`config.mk`:
```
export PLATFORM = sky130hd
export DESIGN_NAME = decode_stage
export DESIGN_NICKNAME = d
export VERILOG_FILES = /design/src/verilog/decode_pkg.sv /design/src/verilog/decode_stage.sv /design/src/verilog/instr_ctrl_decoder.sv /design/src/verilog/instr_field_decoder.sv /design/src/verilog/decode_input_reg.sv
export VERILOG_INCLUDE_DIRS = /design/src /design/src/verilog
export SDC_FILE = /design/constraint.sdc
export NUM_CORES = 1
export LEC_CHECK = 0
export BUFFER_PORTS_ARGS = -buffer_cell sky130_fd_sc_hd__buf_2
export CAP_MARGIN = 20
export CORE_AREA = 5 5 128 130
export DETAILED_ROUTE_END_ITERATION = 7
export DIE_AREA = 0 0 133 135
export PLACE_DENSITY = 0.66
export RECOVER_POWER = 25
export SETUP_SLACK_MARGIN = 0.3
export SYNTH_ARGS = -nofsm -noshare
export SYNTH_HDL_FRONTEND = slang
export SYNTH_HIERARCHICAL = 1
export SYNTH_SLANG_ARGS = --single-unit
```
`constraint.sdc`:
```
create_clock -name clk -period 5.6 [get_ports clk]
set_input_delay 0.28 -clock clk [delete_from_list [all_inputs] [get_ports clk]]
set_output_delay 0.28 -clock clk [all_outputs]
set_load 0.01 [all_outputs]
```
`src/verilog/decode_cfg.svh`:
```
`ifndef DECODE_CFG_SVH
`define DECODE_CFG_SVH

// Data path width for PC, instruction and register values
`define DEC_XLEN 32

// Architectural register index, x0 to x31
`define DEC_REG_IDX_W 5

// Major opcode lives in instr[6:2]
`define DEC_OPCODE_W 5

// Function fields of the base encoding
`define DEC_FUNCT3_W 3
`define DEC_FUNCT7_W 7

// Immediate shown for formats that carry none, easy to spot in waves
`define DEC_IMM_BAD 32'hDEADBEEF

`endif
```
`src/verilog/decode_pkg.sv`:
```
`include "decode_cfg.svh"

package decode_pkg;

    // Major opcodes, instr[6:2]
    // SYSTEM, AMO and MISC_MEM are named only so they can be rejected
    typedef enum logic [`DEC_OPCODE_W-1:0] {
        OPCODE_LOAD     = 5'b00000,
        OPCODE_MISC_MEM = 5'b00011,
        OPCODE_OP_IMM   = 5'b00100,
        OPCODE_AUIPC    = 5'b00101,
        OPCODE_STORE    = 5'b01000,
        OPCODE_AMO      = 5'b01011,
        OPCODE_OP       = 5'b01100,
        OPCODE_LUI      = 5'b01101,
        OPCODE_BRANCH   = 5'b11000,
        OPCODE_JALR     = 5'b11001,
        OPCODE_JAL      = 5'b11011,
        OPCODE_SYSTEM   = 5'b11100
    } opcode_e;

    typedef enum logic [2:0] {
        FMT_BAD = 3'b000,
        FMT_R,
        FMT_I,
        FMT_S,
        FMT_B,
        FMT_U,
        FMT_J
    } instr_format_e;

    typedef enum logic [3:0] {
        ALU_OP_ADD = 4'd0,
        ALU_OP_SUB,
        ALU_OP_SLL,
        ALU_OP_SLT,
        ALU_OP_SLTU,
        ALU_OP_XOR,
        ALU_OP_SRL,
        ALU_OP_SRA,
        ALU_OP_OR,
        ALU_OP_AND
    } alu_op_e;

    // Zero encodings are the plain register sources
    typedef enum logic [1:0] {
        ALU_OP1_SRC_RS1 = 2'd0,
        ALU_OP1_SRC_PC,
        ALU_OP1_SRC_ZERO
    } alu_op1_src_e;

    typedef enum logic [1:0] {
        ALU_OP2_SRC_RS2 = 2'd0,
        ALU_OP2_SRC_IMM,
        ALU_OP2_SRC_FOUR
    } alu_op2_src_e;

    typedef enum logic {
        RD_SRC_ALU = 1'b0,
        RD_SRC_MEM = 1'b1
    } rd_src_e;

    typedef enum logic [1:0] {
        MEM_OP_NONE = 2'd0,
        MEM_OP_LOAD,
        MEM_OP_STORE
    } mem_op_e;

    // Same values as funct3[1:0] of loads and stores
    typedef enum logic [1:0] {
        MEM_SIZE_BYTE = 2'b00,
        MEM_SIZE_HALF = 2'b01,
        MEM_SIZE_WORD = 2'b10
    } mem_size_e;

    typedef enum logic [1:0] {
        BRANCH_NONE = 2'd0,
        BRANCH_COND,
        BRANCH_JALR,
        BRANCH_JAL
    } branch_e;

    // Branch compares, encoded as their funct3
    typedef enum logic [`DEC_FUNCT3_W-1:0] {
        CMP_OP_EQ  = 3'b000,
        CMP_OP_NE  = 3'b001,
        CMP_OP_LT  = 3'b100,
        CMP_OP_GE  = 3'b101,
        CMP_OP_LTU = 3'b110,
        CMP_OP_GEU = 3'b111
    } cmp_op_e;

    typedef struct packed {
        logic [`DEC_REG_IDX_W-1:0] rd;
        logic [`DEC_REG_IDX_W-1:0] rs1;
        logic [`DEC_REG_IDX_W-1:0] rs2;
        logic [`DEC_FUNCT3_W-1:0]  funct3;
        logic [`DEC_FUNCT7_W-1:0]  funct7;
        instr_format_e             format;
        logic [`DEC_XLEN-1:0]      imm;
    } instr_fields_s;

    typedef struct packed {
        logic         illegal;
        rd_src_e      rd_src;
        logic         rd_we;
        alu_op1_src_e alu_op1_src;
        alu_op2_src_e alu_op2_src;
        alu_op_e      alu_op;
        mem_op_e      mem_op;
        logic         mem_signed;
        mem_size_e    mem_size;
        branch_e      branch;
        cmp_op_e      cmp_op;
    } decode_ctrl_s;

    typedef struct packed {
        logic [`DEC_XLEN-1:0] pc;
        logic [`DEC_XLEN-1:0] instr;
    } fetch_to_decode_s;

    typedef struct packed {
        logic [`DEC_XLEN-1:0]      pc;
        logic [`DEC_REG_IDX_W-1:0] rd_idx;
        logic [`DEC_REG_IDX_W-1:0] rs1_idx;
        logic [`DEC_REG_IDX_W-1:0] rs2_idx;
        logic [`DEC_XLEN-1:0]      rs1_val;
        logic [`DEC_XLEN-1:0]      rs2_val;
        logic [`DEC_XLEN-1:0]      immediate;
        decode_ctrl_s              ctrl;
    } decode_to_execute_s;

endpackage

```
`src/verilog/decode_stage.sv`:
```
`timescale 1ns/1ps
`include "decode_cfg.svh"

module decode_stage (
    input  logic                           clk,
    input  logic                           rst_n,
    input  logic                           d_stall,
    input  logic                           d_flush,
    input  logic                           f2_to_d_valid,
    input  decode_pkg::fetch_to_decode_s   f2_to_d,
    input  logic [`DEC_XLEN-1:0]           rf_rs1_val,
    input  logic [`DEC_XLEN-1:0]           rf_rs2_val,
    output logic [`DEC_REG_IDX_W-1:0]      rf_rs1_idx,
    output logic [`DEC_REG_IDX_W-1:0]      rf_rs2_idx,
    output logic                           d_to_e_valid,
    output decode_pkg::decode_to_execute_s d_to_e
);

    logic                         held_valid;
    decode_pkg::fetch_to_decode_s held;
    decode_pkg::instr_fields_s    fields;
    decode_pkg::decode_ctrl_s     ctrl;

    // One-cycle boundary from fetch
    decode_input_reg u_input_reg (
        .clk         (clk),
        .rst_n       (rst_n),
        .d_stall     (d_stall),
        .in_valid    (f2_to_d_valid),
        .in_bundle   (f2_to_d),
        .held_valid  (held_valid),
        .held_bundle (held)
    );

    // Both decoders are pure logic on the held word
    instr_field_decoder u_field_dec (
        .instr  (held.instr),
        .fields (fields)
    );

    instr_ctrl_decoder u_ctrl_dec (
        .instr  (held.instr),
        .fields (fields),
        .ctrl   (ctrl)
    );

    // Register file read, values return in the same cycle
    assign rf_rs1_idx = fields.rs1;
    assign rf_rs2_idx = fields.rs2;

    always_comb begin
        d_to_e.pc        = held.pc;
        d_to_e.rd_idx    = fields.rd;
        d_to_e.rs1_idx   = fields.rs1;
        d_to_e.rs2_idx   = fields.rs2;
        d_to_e.rs1_val   = rf_rs1_val;
        d_to_e.rs2_val   = rf_rs2_val;
        d_to_e.immediate = fields.imm;
        d_to_e.ctrl      = ctrl;
    end

    // Bundle stays visible, only the valid is gated
    assign d_to_e_valid = held_valid && !d_flush && !d_stall;

    // Hazard unit contract
    assert property (@(posedge clk) disable iff (!rst_n)
        !(d_flush && d_stall))
        else $error("flush and stall high together");

    // Held word plus register file data must be clean when handed on
    assert property (@(posedge clk) disable iff (!rst_n)
        d_to_e_valid |-> !$isunknown(d_to_e))
        else $error("valid decode output carries unknown bits");

endmodule

```
`src/verilog/instr_ctrl_decoder.sv`:
```
`timescale 1ns/1ps
`include "decode_cfg.svh"

module instr_ctrl_decoder (
    input  logic [`DEC_XLEN-1:0]      instr,
    input  decode_pkg::instr_fields_s fields,
    output decode_pkg::decode_ctrl_s  ctrl
);

    decode_pkg::opcode_e opcode;
    logic                rd_nz;
    logic                quadrant_ok;

    // ALU op shared by OP and OP_IMM
    // alt is funct7[5]; SUB only exists for register-register
    function automatic decode_pkg::alu_op_e alu_op_sel(
        input logic [`DEC_FUNCT3_W-1:0] funct3,
        input logic                     alt,
        input logic                     sub_ok
    );
        decode_pkg::alu_op_e op;
        case (funct3)
            3'b000:  op = (alt && sub_ok) ? decode_pkg::ALU_OP_SUB : decode_pkg::ALU_OP_ADD;
            3'b001:  op = decode_pkg::ALU_OP_SLL;
            3'b010:  op = decode_pkg::ALU_OP_SLT;
            3'b011:  op = decode_pkg::ALU_OP_SLTU;
            3'b100:  op = decode_pkg::ALU_OP_XOR;
            3'b101:  op = alt ? decode_pkg::ALU_OP_SRA : decode_pkg::ALU_OP_SRL;
            3'b110:  op = decode_pkg::ALU_OP_OR;
            default: op = decode_pkg::ALU_OP_AND;
        endcase
        return op;
    endfunction

    assign opcode = decode_pkg::opcode_e'(instr[`DEC_OPCODE_W+1:2]);

    // Writes to x0 are dropped here, keeps forwarding simple
    assign rd_nz = (fields.rd != '0);

    // Only 32-bit encodings, no compressed quadrants
    assign quadrant_ok = (instr[1:0] == 2'b11);

    always_comb begin
        // All-zero default: no write, no memory access, no branch
        ctrl = '0;
        unique case (opcode)
            decode_pkg::OPCODE_OP: begin
                ctrl.rd_src      = decode_pkg::RD_SRC_ALU;
                ctrl.rd_we       = rd_nz;
                ctrl.alu_op1_src = decode_pkg::ALU_OP1_SRC_RS1;
                ctrl.alu_op2_src = decode_pkg::ALU_OP2_SRC_RS2;
                ctrl.alu_op      = alu_op_sel(fields.funct3, fields.funct7[5], 1'b1);
            end
            decode_pkg::OPCODE_OP_IMM: begin
                ctrl.rd_src      = decode_pkg::RD_SRC_ALU;
                ctrl.rd_we       = rd_nz;
                ctrl.alu_op1_src = decode_pkg::ALU_OP1_SRC_RS1;
                ctrl.alu_op2_src = decode_pkg::ALU_OP2_SRC_IMM;
                ctrl.alu_op      = alu_op_sel(fields.funct3, fields.funct7[5], 1'b0);
            end
            decode_pkg::OPCODE_LOAD: begin
                // Address is rs1 plus offset
                ctrl.rd_src      = decode_pkg::RD_SRC_MEM;
                ctrl.rd_we       = rd_nz;
                ctrl.alu_op1_src = decode_pkg::ALU_OP1_SRC_RS1;
                ctrl.alu_op2_src = decode_pkg::ALU_OP2_SRC_IMM;
                ctrl.alu_op      = decode_pkg::ALU_OP_ADD;
                ctrl.mem_op      = decode_pkg::MEM_OP_LOAD;
                // LBU and LHU set funct3[2]
                ctrl.mem_signed  = !fields.funct3[2];
                ctrl.mem_size    = decode_pkg::mem_size_e'(fields.funct3[1:0]);
            end
            decode_pkg::OPCODE_STORE: begin
                ctrl.alu_op1_src = decode_pkg::ALU_OP1_SRC_RS1;
                ctrl.alu_op2_src = decode_pkg::ALU_OP2_SRC_IMM;
                ctrl.alu_op      = decode_pkg::ALU_OP_ADD;
                ctrl.mem_op      = decode_pkg::MEM_OP_STORE;
                ctrl.mem_size    = decode_pkg::mem_size_e'(fields.funct3[1:0]);
            end
            decode_pkg::OPCODE_BRANCH: begin
                // Compare of rs1 and rs2 happens in execute
                ctrl.branch = decode_pkg::BRANCH_COND;
                ctrl.cmp_op = decode_pkg::cmp_op_e'(fields.funct3);
            end
            decode_pkg::OPCODE_JAL: begin
                // Link value is pc + 4
                ctrl.rd_src      = decode_pkg::RD_SRC_ALU;
                ctrl.rd_we       = rd_nz;
                ctrl.alu_op1_src = decode_pkg::ALU_OP1_SRC_PC;
                ctrl.alu_op2_src = decode_pkg::ALU_OP2_SRC_FOUR;
                ctrl.alu_op      = decode_pkg::ALU_OP_ADD;
                ctrl.branch      = decode_pkg::BRANCH_JAL;
            end
            decode_pkg::OPCODE_JALR: begin
                ctrl.rd_src      = decode_pkg::RD_SRC_ALU;
                ctrl.rd_we       = rd_nz;
                ctrl.alu_op1_src = decode_pkg::ALU_OP1_SRC_PC;
                ctrl.alu_op2_src = decode_pkg::ALU_OP2_SRC_FOUR;
                ctrl.alu_op      = decode_pkg::ALU_OP_ADD;
                ctrl.branch      = decode_pkg::BRANCH_JALR;
            end
            decode_pkg::OPCODE_LUI: begin
                ctrl.rd_src      = decode_pkg::RD_SRC_ALU;
                ctrl.rd_we       = rd_nz;
                ctrl.alu_op1_src = decode_pkg::ALU_OP1_SRC_ZERO;
                ctrl.alu_op2_src = decode_pkg::ALU_OP2_SRC_IMM;
                ctrl.alu_op      = decode_pkg::ALU_OP_ADD;
            end
            decode_pkg::OPCODE_AUIPC: begin
                ctrl.rd_src      = decode_pkg::RD_SRC_ALU;
                ctrl.rd_we       = rd_nz;
                ctrl.alu_op1_src = decode_pkg::ALU_OP1_SRC_PC;
                ctrl.alu_op2_src = decode_pkg::ALU_OP2_SRC_IMM;
                ctrl.alu_op      = decode_pkg::ALU_OP_ADD;
            end
            // Not supported by this core
            decode_pkg::OPCODE_SYSTEM,
            decode_pkg::OPCODE_AMO,
            decode_pkg::OPCODE_MISC_MEM: ctrl.illegal = 1'b1;
            default:                     ctrl.illegal = 1'b1;
        endcase

        // Not a 32-bit word, strip every side effect
        if (!quadrant_ok) begin
            ctrl         = '0;
            ctrl.illegal = 1'b1;
        end

        // Destination read from the raw word, apart from the field bundle
        assert (!ctrl.rd_we || (instr[11:7] != '0))
            else $error("rd_we set with x0 destination");
    end

endmodule

```
`src/verilog/instr_field_decoder.sv`:
```
`timescale 1ns/1ps
`include "decode_cfg.svh"

module instr_field_decoder (
    input  logic [`DEC_XLEN-1:0]      instr,
    output decode_pkg::instr_fields_s fields
);

    decode_pkg::opcode_e       opcode;
    decode_pkg::instr_format_e fmt;
    logic                      sign;
    logic [`DEC_XLEN-1:0]      imm_i;
    logic [`DEC_XLEN-1:0]      imm_s;
    logic [`DEC_XLEN-1:0]      imm_b;
    logic [`DEC_XLEN-1:0]      imm_u;
    logic [`DEC_XLEN-1:0]      imm_j;

    assign opcode = decode_pkg::opcode_e'(instr[`DEC_OPCODE_W+1:2]);

    // Every immediate takes its sign from bit 31
    assign sign = instr[`DEC_XLEN-1];

    // Format only for the kept opcodes
    // Dropped ones fall to BAD with the unknown encodings
    always_comb begin
        unique case (opcode)
            decode_pkg::OPCODE_OP:     fmt = decode_pkg::FMT_R;
            decode_pkg::OPCODE_LOAD,
            decode_pkg::OPCODE_OP_IMM,
            decode_pkg::OPCODE_JALR:   fmt = decode_pkg::FMT_I;
            decode_pkg::OPCODE_STORE:  fmt = decode_pkg::FMT_S;
            decode_pkg::OPCODE_BRANCH: fmt = decode_pkg::FMT_B;
            decode_pkg::OPCODE_LUI,
            decode_pkg::OPCODE_AUIPC:  fmt = decode_pkg::FMT_U;
            decode_pkg::OPCODE_JAL:    fmt = decode_pkg::FMT_J;
            default:                   fmt = decode_pkg::FMT_BAD;
        endcase
    end

    // I: 12 bits straight from the top
    assign imm_i = {{(`DEC_XLEN-12){sign}}, instr[31:20]};

    // S: upper seven bits plus the rd slot
    assign imm_s = {{(`DEC_XLEN-12){sign}}, instr[31:25], instr[11:7]};

    // B: halfword offset, bit 11 sits in instr[7]
    assign imm_b = {{(`DEC_XLEN-13){sign}}, instr[31], instr[7],
                    instr[30:25], instr[11:8], 1'b0};

    // U: upper 20 bits, low 12 cleared
    assign imm_u = {instr[31:12], 12'h000};

    // J: halfword offset, scrambled 20-bit field
    assign imm_j = {{(`DEC_XLEN-21){sign}}, instr[31], instr[19:12],
                    instr[20], instr[30:21], 1'b0};

    always_comb begin
        // Fixed slots, valid or not for the format
        fields.rd     = instr[11:7];
        fields.rs1    = instr[19:15];
        fields.rs2    = instr[24:20];
        fields.funct3 = instr[14:12];
        fields.funct7 = instr[31:25];
        fields.format = fmt;

        unique case (fmt)
            decode_pkg::FMT_I: fields.imm = imm_i;
            decode_pkg::FMT_S: fields.imm = imm_s;
            decode_pkg::FMT_B: fields.imm = imm_b;
            decode_pkg::FMT_U: fields.imm = imm_u;
            decode_pkg::FMT_J: fields.imm = imm_j;
            // R and BAD carry no immediate
            default:           fields.imm = `DEC_IMM_BAD;
        endcase
    end

endmodule

```
`src/verilog/decode_input_reg.sv`:
```
`timescale 1ns/1ps

module decode_input_reg (
    input  logic                         clk,
    input  logic                         rst_n,
    input  logic                         d_stall,
    input  logic                         in_valid,
    input  decode_pkg::fetch_to_decode_s in_bundle,
    output logic                         held_valid,
    output decode_pkg::fetch_to_decode_s held_bundle
);

    // Valid is the only control state here
    always_ff @(posedge clk) begin
        if (!rst_n) begin
            held_valid <= 1'b0;
        end else if (!d_stall) begin
            held_valid <= in_valid;
        end
    end

    // PC and instruction word, frozen while stalled
    always_ff @(posedge clk) begin
        if (!d_stall) begin
            held_bundle <= in_bundle;
        end
    end

    // Hazard unit never offers a new instruction into a stalled stage
    assert property (@(posedge clk) disable iff (!rst_n)
        d_stall |-> !in_valid)
        else $error("decode input valid high during stall");

    // Stalled edge leaves the held PC and word untouched for the next cycle
    assert property (@(posedge clk) disable iff (!rst_n)
        d_stall |=> $stable(held_bundle))
        else $error("decode input register changed across a stall");

endmodule

```
==> metrics.md, run 1 <==
| Metric | Value |
|---|---|
| Outcome | `finished, final reports clean` |
| Post-CTS Resized | `0` |
| DR vias/cell | `4.333` |
| Maxcap violations | `0` |
| Core Area | `approximately 15000 sq um` |
| Gr ovfl total | `0` |
| # IOs | `a little over 300` |
| Worst-Skew Late Latency | `approximately 320 ps` |
| Layout Utilization | `0.2900` |
| Nets | `530` |
| FP Rows | `45` |
| Ys Warns | `6` |
| NetSw | `roughly 0.00035 W` |
| Slowest CP cell | `edfxtp_1` |
| Share of cells above drive strength 1 | `0.5350` |
| Full die area | `17960 sq um` |
| Final setup TNS | `0 ps` |
| Die X | `133 um` |
| Synth Instances | `303` |
| Most frequent cells in the layout | `buf_2 (176), edfxtp_1 (64), nor2_1 (24)` |
| Crit path largest cell delay | `640 ps` |
| DRT Wirelength | `12.30 mm` |
| TritonRoute pass-1 iters | `4` |
| Hold_buf cts | `0` |
| Initial Util | `0.2433` |
| Setup violators final | `0` |
| Final Hold Viols | `0` |
| Crit. End Element | `primary output` |
| Final GP Congestion | `0.7839` |
| RSZ-0062 raised after global routing | `no` |
| Reg clk slew, reported paths | `60 ps` |
| Dpl hpwl | `approximately 10 mm` |
| Max_slew headroom | `0.5783` |
| Via count | `2548` |
| Initial antenna violation count | `0` |
| Worst Tran Pin Value | `632.6 ps` |
| CTS tree | `built` |
| Min cycle time layout | `3279 ps` |
| Postcts setup bufs | `0` |
| GRT Total Usage | `0.1303` |
| Longest Clk Path Bufs | `2` |
| Worst path required time | `about 5300 ps` |
| Critical-path maximum fanout | `13` |
| TritonCTS Buffers | `9` |
| Largest net degree at the start of global routing | `51` |
| CP bufs+invs | `2` |
| Vias in the first global route | `2804` |
| Hold WC Path Type | `input pin to flip-flop` |
| Sequential share of power | `0.433` |
| Initial detailed-routing violation count | `63` |
| Drt wl/cell | `20.92 um` |
| Peak Freq | `305.0 MHz` |
| Clock tree sinks | `65` |
| Area Overhead vs Synth | `19.19%` |
| DRC | `0` |
| Max rail drop VDD | `0.0002389 V` |
| CP arrival | `3000 ps` |
| Syn Nets | `438` |
| Final cycle utilization of the critical path | `0.5855` |
| Comb power frac | `0.148` |
| Htree depth | `3` |
| Ant diodes | `0` |
| CP cell instances | `inv_1 -> ha_1 -> or2_2 -> a41oi_4 -> mux2i_4 -> or2_1 -> o21a_1 -> buf_2` |
| DIE HEIGHT | `~140 um` |
| Leak Pwr | `1.852 nW` |
| Int Pwr | `0.001061 W` |
| Sw Share | `0.2502` |
| Final Slew Violations | `0` |
| Clk pwr share | `0.419` |
| Setup crit start kind | `flip-flop` |
| Avg Inst Size Synth | `12.07 sq um` |
| Root buf cell | `clkbuf_16` |
| Crit Path Category | `flip-flop to primary output` |
| Pwr/cell area | `324.7 nW/um^2` |
| First-pass GRT wire length | `about 17 mm` |
| Skew final | `0 ps` |
| Filler Cells Inserted | `1547` |
| Critical path's top delay family | `simple AND/OR/NAND/NOR gates` |
| Commonest non-fill, non-tap cell in the layout | `buf_2` |
| Synthesized area | `3657 sq um` |
| Final antenna-violating net count | `0` |
| # port buffers | `between 150 and 200` |
==> cell type report <==
cell class                 instances  area (sq um)  share of cell area
clock buffer                      10         229.0             0.05253
clock inverter                     6         92.59             0.02124
tap                              188         235.2             0.05396
timing repair buffer             180         899.6              0.2064
multi-input combinational        128         914.6              0.2098
sequential                        65          1942              0.4455
inverter                          11         46.29             0.01062
==> metrics by stage <==
| stage | cell area (sq um) | cells | total power, W | worst slack [ps] | hold slack [ps] |
|---|---|---|---|---|---|
| after floorplan | 3657 | 303 | 0.0007960 | 3336 | 378.9 |
| after global placement | 4041 | 572 | 0.0008333 | 2763 | 456.7 |
| after detailed placement | 4041 | 572 | 0.0008379 | 2649 | 458.1 |
| after CTS | 4363 | 588 | 0.001440 | 2294 | 110.5 |
| after global routing | 4359 | 588 | 0.001486 | 2160 | 109.9 |
| final | 4359 | 588 | 0.001415 | 2321 | 125.7 |
==> sequential cells by signal (all words and copies together), names as in the netlist <==
register / cells
u_input_reg/held_bundle: 64
u_input_reg/held_valid: 1
==> path summary, 6_finish.rpt <==
check                                             from  slack (ps)                                     to  cells past startpoint
hold reg to reg    u_input_reg/held_valid$_SDFFE_PN0N_         540    u_input_reg/held_valid$_SDFFE_PN0N_                      2
setup reg to reg   u_input_reg/held_valid$_SDFFE_PN0N_        4980    u_input_reg/held_valid$_SDFFE_PN0N_                      2
setup / recovery  u_input_reg/held_bundle[2]$_DFFE_PN_        2320                             d_to_e[47]                      8
hold / removal                             f2_to_d[37]         130  u_input_reg/held_bundle[37]$_DFFE_PN_                      1
==> layer usage <==
metal  GRT usage  up-vias  part of all wire
met3     0.06930       35              0.14
met1      0.1186     1156              0.31
met2      0.2398      187              0.52
met5           0        -                 0
li1            -     1170                 -
met4     0.05716        0             0.030
==> worst reg2reg max path: stages, from the launching register on <==
cell and delay, ps:
dfxtp_1 310, mux2i_1 140, nor2b_1 60
==> power by group through the flow <==
stage / registers (W) / clock network [W] / logic, W
after CTS: 0.000614 / 0.000611 / 0.000215
after global placement: 0.000622 / 0 / 0.000211
after global routing: 0.000619 / 0.000637 / 0.000229
final: 0.000613 / 0.000592 / 0.000210
after detailed placement: 0.000624 / 0 / 0.000214
after floorplan: 0.000618 / 0 / 0.000178
(Power assumes the default switching activity.)
==> inputs of run 2 (changes only) <==
==> constraint.sdc (replaced) <==
create_clock -name clk -period 3.3 [get_ports clk]
set_input_delay 0.165 -clock clk [delete_from_list [all_inputs] [get_ports clk]]
set_output_delay 0.165 -clock clk [all_outputs]
set_load 0.01 [all_outputs]
==> metrics.md, run 2 (synthesis gave the netlist of run 1 again) <==
| Metric | Value |
|---|---|
| Hold WC Path Type | `input pin to flip-flop` |
| Sequential share of power | `0.419` |
| Max_slew headroom | `0.6191` |
| CTS tree | `built` |
| Peak Freq | `between 300 and 400 MHz` |
| Ant diodes | `0` |
| Skew final | `0 ps` |
| Initial detailed-routing violation count | `124` |
| Root buf cell | `clkbuf_16` |
| Crit path largest cell delay | `~500 ps` |
| Full die area | `17960 sq um` |
| R2R Path Start | `u_input_reg/held_valid$_SDFFE_PN0N_` |
| Commonest non-fill, non-tap cell in the layout | `buf_2` |
| Htree depth | `3` |
| TritonRoute pass-1 iters | `4` |
| RSZ-0062 raised after global routing | `no` |
| # port buffers | `179` |
| Largest net degree at the start of global routing | `28` |
| HP Start | `f2_to_d[57]` |
| DR vias/cell | `4.299` |
| Final cycle utilization of the critical path | `0.8425` |
| Most frequent cells in the layout | `buf_2 (179), edfxtp_1 (64), dlygate4sd3_1 (32)` |
| Setup crit start kind | `flip-flop` |
| CP cell instances | `inv_1 -> ha_1 -> or2_2 -> a41oi_4 -> buf_12 -> mux2i_4 -> or2_1 -> o21a_1 -> buf_2` |
| Final GP Congestion | `a little under 0.8` |
| Initial antenna violation count | `0` |
| First-pass GRT wire length | `18.28 mm` |
| Nets | `between 500 and 600` |
| Via count | `around 2700` |
| Clk pwr share | `0.418` |
| Hold Slack | `14.98 ps` |
| Core Area | `around 15000 sq um` |
| Int Pwr | `0.001854 W` |
| Final Hold Viols | `0` |
| TritonCTS Buffers | `9` |
| Vias in the first global route | `2926` |
| Worst-Skew Late Latency | `330 ps` |
| Maxcap violations | `0` |
| GRT Total Usage | `0.1364` |
| CP startpoint | `u_input_reg/held_bundle[3]$_DFFE_PN_` |
| R2R depth | `2` |
| Outcome | `finished, final reports clean` |
| Leak Pwr | `2.032 nW` |
| Sw Share | `0.2495` |
| Clock tree sinks | `65` |
| Largest register by flop count | `u_input_reg/held_bundle` |
| CP arrival | `~2600 ps` |
| DRT Wirelength | `12.99 mm` |
| # IOs | `just over 300` |
| Reg clk slew, reported paths | `50 ps` |
| Slowest CP cell | `edfxtp_1` |
| Crit. End Element | `primary output` |
| Initial Util | `0.2433` |
| Largest regs | `u_input_reg/held_bundle x64, u_input_reg/held_valid x1` |
| Worst path required time | `3130 ps` |
| Pwr/cell area | `between 500 and 600 nW/um^2` |
| FP Rows | `45` |
| Hold Crit Depth | `1` |
| Dpl hpwl | `10.48 mm` |
| Layout Utilization | `0.3154` |
| Final setup TNS | `0 ps` |
| NetSw | `0.0006163 W` |
| Crit Path Category | `flip-flop to primary output` |
| Area Overhead vs Synth | `29.66%` |
| DRC | `0` |
| Critical-path maximum fanout | `11` |
| Setup violators final | `0` |
| DIE HEIGHT | `135 um` |
| Max rail drop VDD | `approximately 0.00037 V` |
| Min cycle time layout | `2780 ps` |
| Final antenna-violating net count | `0` |
| Gr ovfl total | `0` |
| Final Slew Violations | `0` |
| Number of flip-flops in the largest register | `64` |
| Comb power frac | `0.163` |
| Drt wl/cell | `around 21 um` |
| Share of cells above drive strength 1 | `0.5126` |
| Longest Clk Path Bufs | `2` |
| Worst Tran Pin Value | `571.4 ps` |
| Die X | `133 um` |
run 2: changes by cell type in the layout (fill, tap and decap cells not counted):
cell and delta:
clkbuf_1 -4, clkinvlp_4 -1, o22a_1 -1, buf_12 +1, dlygate4sd3_1 +32, o22a_2 +1
buf_4 +4, buf_2 +3, clkinv_2 +1, clkbuf_8 +1
run 2: worst max-delay path: cells and delay by family, from the launching register on:
kind	cells	cell delay, ps
compound gates	2	400
fa+ha+maj	1	240
buf+inv	3	410
flops	1	500
mux	1	90
simple gates	2	660
run 2: per-stage QoR:
| stage | instance area (sq um) | worst slack, ps | total power [W] | cells |
|---|---|---|---|---|
| floorplan | 3657 | 1151 | 0.001351 | 303 |
| global placement | 4056 | 684.2 | 0.001413 | 574 |
| detailed placement | 4056 | 617.7 | 0.001421 | 574 |
| CTS | 4706 | 328.6 | 0.002499 | 622 |
| global route | 4742 | 324.7 | 0.002576 | 625 |
| finish | 4742 | 519.7 | 0.002470 | 625 |
run 2: power by group through the flow:
stage          clock [W]  combinational [W]  sequential [W]
2_1_floorplan          0           0.000302         0.00105
3_3_place_gp           0           0.000363         0.00105
3_5_place_dp           0           0.000368         0.00105
4_1_cts          0.00106           0.000399         0.00104
5_1_grt          0.00109           0.000438         0.00105
6_report         0.00103           0.000403         0.00104
run 2: worst paths after layout:
check | end | slack (ps)
worst max-delay path | d_to_e[51] | 520
worst min-delay path | u_input_reg/held_bundle[57]$_DFFE_PN_ | 10
worst max register to register | u_input_reg/held_valid$_SDFFE_PN0N_ | 2700
worst min register to register | u_input_reg/held_valid$_SDFFE_PN0N_ | 530
run 2: area by class of cell:
type / instances / area (sq um)
fill: 1478 / 10290
sequential: 65 / 1942
timing repair buffer: 217 / 1274
multi-input combinational: 128 / 915.9
clock buffer: 10 / 239.0
tap: 188 / 235.2
clock inverter: 6 / 90.09
inverter: 11 / 46.29
run 2: routing by layer:
layer | vias up | GRT usage | share of wire
met5 | - | 0 | 0
met4 | 0 | 0.05716 | 0.029
met3 | 35 | 0.07191 | 0.13
met2 | 177 | 0.2542 | 0.53
met1 | 1232 | 0.1228 | 0.31
li1 | 1243 | - | -
run 2: what timing repair did:
item	4_1_cts	5_1_grt
cloned	0	0
hold buffers	32	0
buffers inserted	0	3
pin swaps	1	1
setup endpoints to repair	13	24
gates resized for setup	0	1
endpoints found under the hold margin	32	0
==> inputs of run 3 (changes only) <==
==> constraint.sdc (replaced) <==
create_clock -name clk -period 2.9 [get_ports clk]
set_input_delay 0.145 -clock clk [delete_from_list [all_inputs] [get_ports clk]]
set_output_delay 0.145 -clock clk [all_outputs]
set_load 0.01 [all_outputs]
==> metrics.md, run 3 (synthesis gave the netlist of run 1 again) <==
| Metric | Value |
|---|---|
| Outcome | `finished, final reports clean` |
| Hold WC Path Type | `input pin to flip-flop` |
| Final Slew Violations | `0` |
| RSZ-0062 raised after global routing | `no` |
| DIE HEIGHT | `135 um` |
| DRT Wirelength | `between 10 and 15 mm` |
| Reg clk slew, reported paths | `60 ps` |
| Largest register by flop count | `u_input_reg/held_bundle` |
| Max_slew headroom | `0.5180` |
| R2R depth | `2` |
| CP arrival | `approximately 2400 ps` |
| Most frequent cells in the layout | `buf_2 (178), edfxtp_1 (64), dlygate4sd3_1 (63)` |
| Initial antenna violation count | `0` |
| Critical-path maximum fanout | `7` |
| Nets | `608` |
| Placed cell area | `between 4000 and 5000 sq um` |
| Setup violators final | `0` |
| Crit Path Category | `flip-flop to primary output` |
| TritonRoute pass-1 iters | `4` |
| Full die area | `17960 sq um` |
| Worst-Skew Late Latency | `330 ps` |
| Peak Freq | `401.2 MHz` |
| Leak Pwr | `2.190 nW` |
| DRC | `0` |
| Area Overhead vs Synth | `39.99%` |
| Largest regs | `u_input_reg/held_bundle x64, u_input_reg/held_valid x1` |
| Final setup TNS | `0 ps` |
| Min cycle time layout | `2492 ps` |
| Skew final | `0 ps` |
| GRT Total Usage | `0.1456` |
| # IOs | `308` |
| Post-route cell area | `5120 sq um` |
| Initial Util | `0.2433` |
| DR vias/cell | `4.315` |
| Via count | `2874` |
| Die X | `133 um` |
| Clock tree sinks | `65` |
| Worst path required time | `2760 ps` |
| Final Hold Viols | `0` |
| Htree depth | `3` |
| Share of cells above drive strength 1 | `0.4874` |
| Dpl ws | `367.6 ps` |
| Final antenna-violating net count | `0` |
| Pwr/cell area | `543.3 nW/um^2` |
| First-pass GRT wire length | `between 15 and 20 mm` |
| CTS tree | `built` |
| Setup crit start kind | `flip-flop` |
| Gr ovfl total | `0` |
| # port buffers | `about 180` |
| Ant diodes | `0` |
| Commonest non-fill, non-tap cell in the layout | `buf_2` |
| Longest Clk Path Bufs | `2` |
| Max rail drop VDD | `0.0003752 V` |
| Worst Tran Pin Value | `722.1 ps` |
| Dpl hpwl | `10.47 mm` |
| Largest net degree at the start of global routing | `49` |
| Maxcap violations | `0` |
| Root buf cell | `clkbuf_16` |
| Drt wl/cell | `20.63 um` |
| Final GP Congestion | `0.7914` |
| Hold Crit Depth | `2` |
| Final WS setup | `slightly above 400 ps` |
| Crit. End Element | `primary output` |
| Initial detailed-routing violation count | `140` |
| Final cycle utilization of the critical path | `0.8595` |
| Number of flip-flops in the largest register | `64` |
| TritonCTS Buffers | `9` |
| FP Rows | `45` |
| Filler Cells Inserted | `approximately 1400` |
| Vias in the first global route | `3068` |
| Worst R2R Setup Slack | `2300 ps` |
| Core Area | `15030 sq um` |
| Final Power | `0.002782 W` |
## run 3: repair_timing
action,in CTS,in global routing
gates resized for setup,3,5
endpoints found under the hold margin,62,1
buffers inserted,6,4
setup endpoints to repair,24,23
pin swaps,2,2
gates cloned,0,1
hold buffers,62,1
## run 3: stage by stage
stage | hold WS, ps | std cells | util
after global placement | 290.1 | 576 | 0.2717
after detailed placement | 290.1 | 576 | 0.2717
final | 25.30 | 666 | 0.3406
after floorplan | 243.9 | 303 | -
after global routing | 35.98 | 666 | 0.3406
after CTS | 0.7706 | 660 | 0.3361
## run 3: cell type report
| type | count | area (sq um) | share of cell area |
|---|---|---|---|
| clock buffers | 10 | 229.0 | 0.04472 |
| clock inverters | 6 | 67.56 | 0.01320 |
| inverters | 11 | 50.05 | 0.009775 |
| multi-input cells | 128 | 933.4 | 0.1823 |
| flip-flops and latches | 65 | 1942 | 0.3793 |
| well taps | 188 | 235.2 | 0.04594 |
| repair buffers | 258 | 1663 | 0.3248 |
## run 3: worst paths after layout
| path | startpoint | to |
|---|---|---|
| worst max-delay path | u_input_reg/held_bundle[2]$_DFFE_PN_ | d_to_e[51] |
| worst min register to register | u_input_reg/held_valid$_SDFFE_PN0N_ | u_input_reg/held_valid$_SDFFE_PN0N_ |
| worst min-delay path | rst_n | u_input_reg/held_valid$_SDFFE_PN0N_ |
| worst max register to register | u_input_reg/held_valid$_SDFFE_PN0N_ | u_input_reg/held_valid$_SDFFE_PN0N_ |
## run 3: where the power goes
part	switching (W)	leakage, nW	total, W	internal (W)
logic	0.000268	1.42	0.000524	0.000256
registers	0.0000538	0.635	0.00117	0.00112
clock network	0.000418	0.139	0.00109	0.000668
## run 3: routing by layer
| layer | share of wire | global-route usage | up-vias |
|---|---|---|---|
| met1 | 0.32 | 0.1351 | 1318 |
| met3 | 0.13 | 0.07340 | 34 |
| met4 | 0.026 | 0.06986 | 0 |
| met5 | 0 | 0 | - |
| li1 | - | - | 1325 |
| met2 | 0.52 | 0.2650 | 197 |
## run 3: worst max-delay path: stages, from the launching register on
cell and delay, ps:
edfxtp_1 470, ha_1 260, and4bb_2 250, a41oi_4 220, buf_6 160, mux2i_4 90
or2_4 310, o21a_1 120, buf_2 140
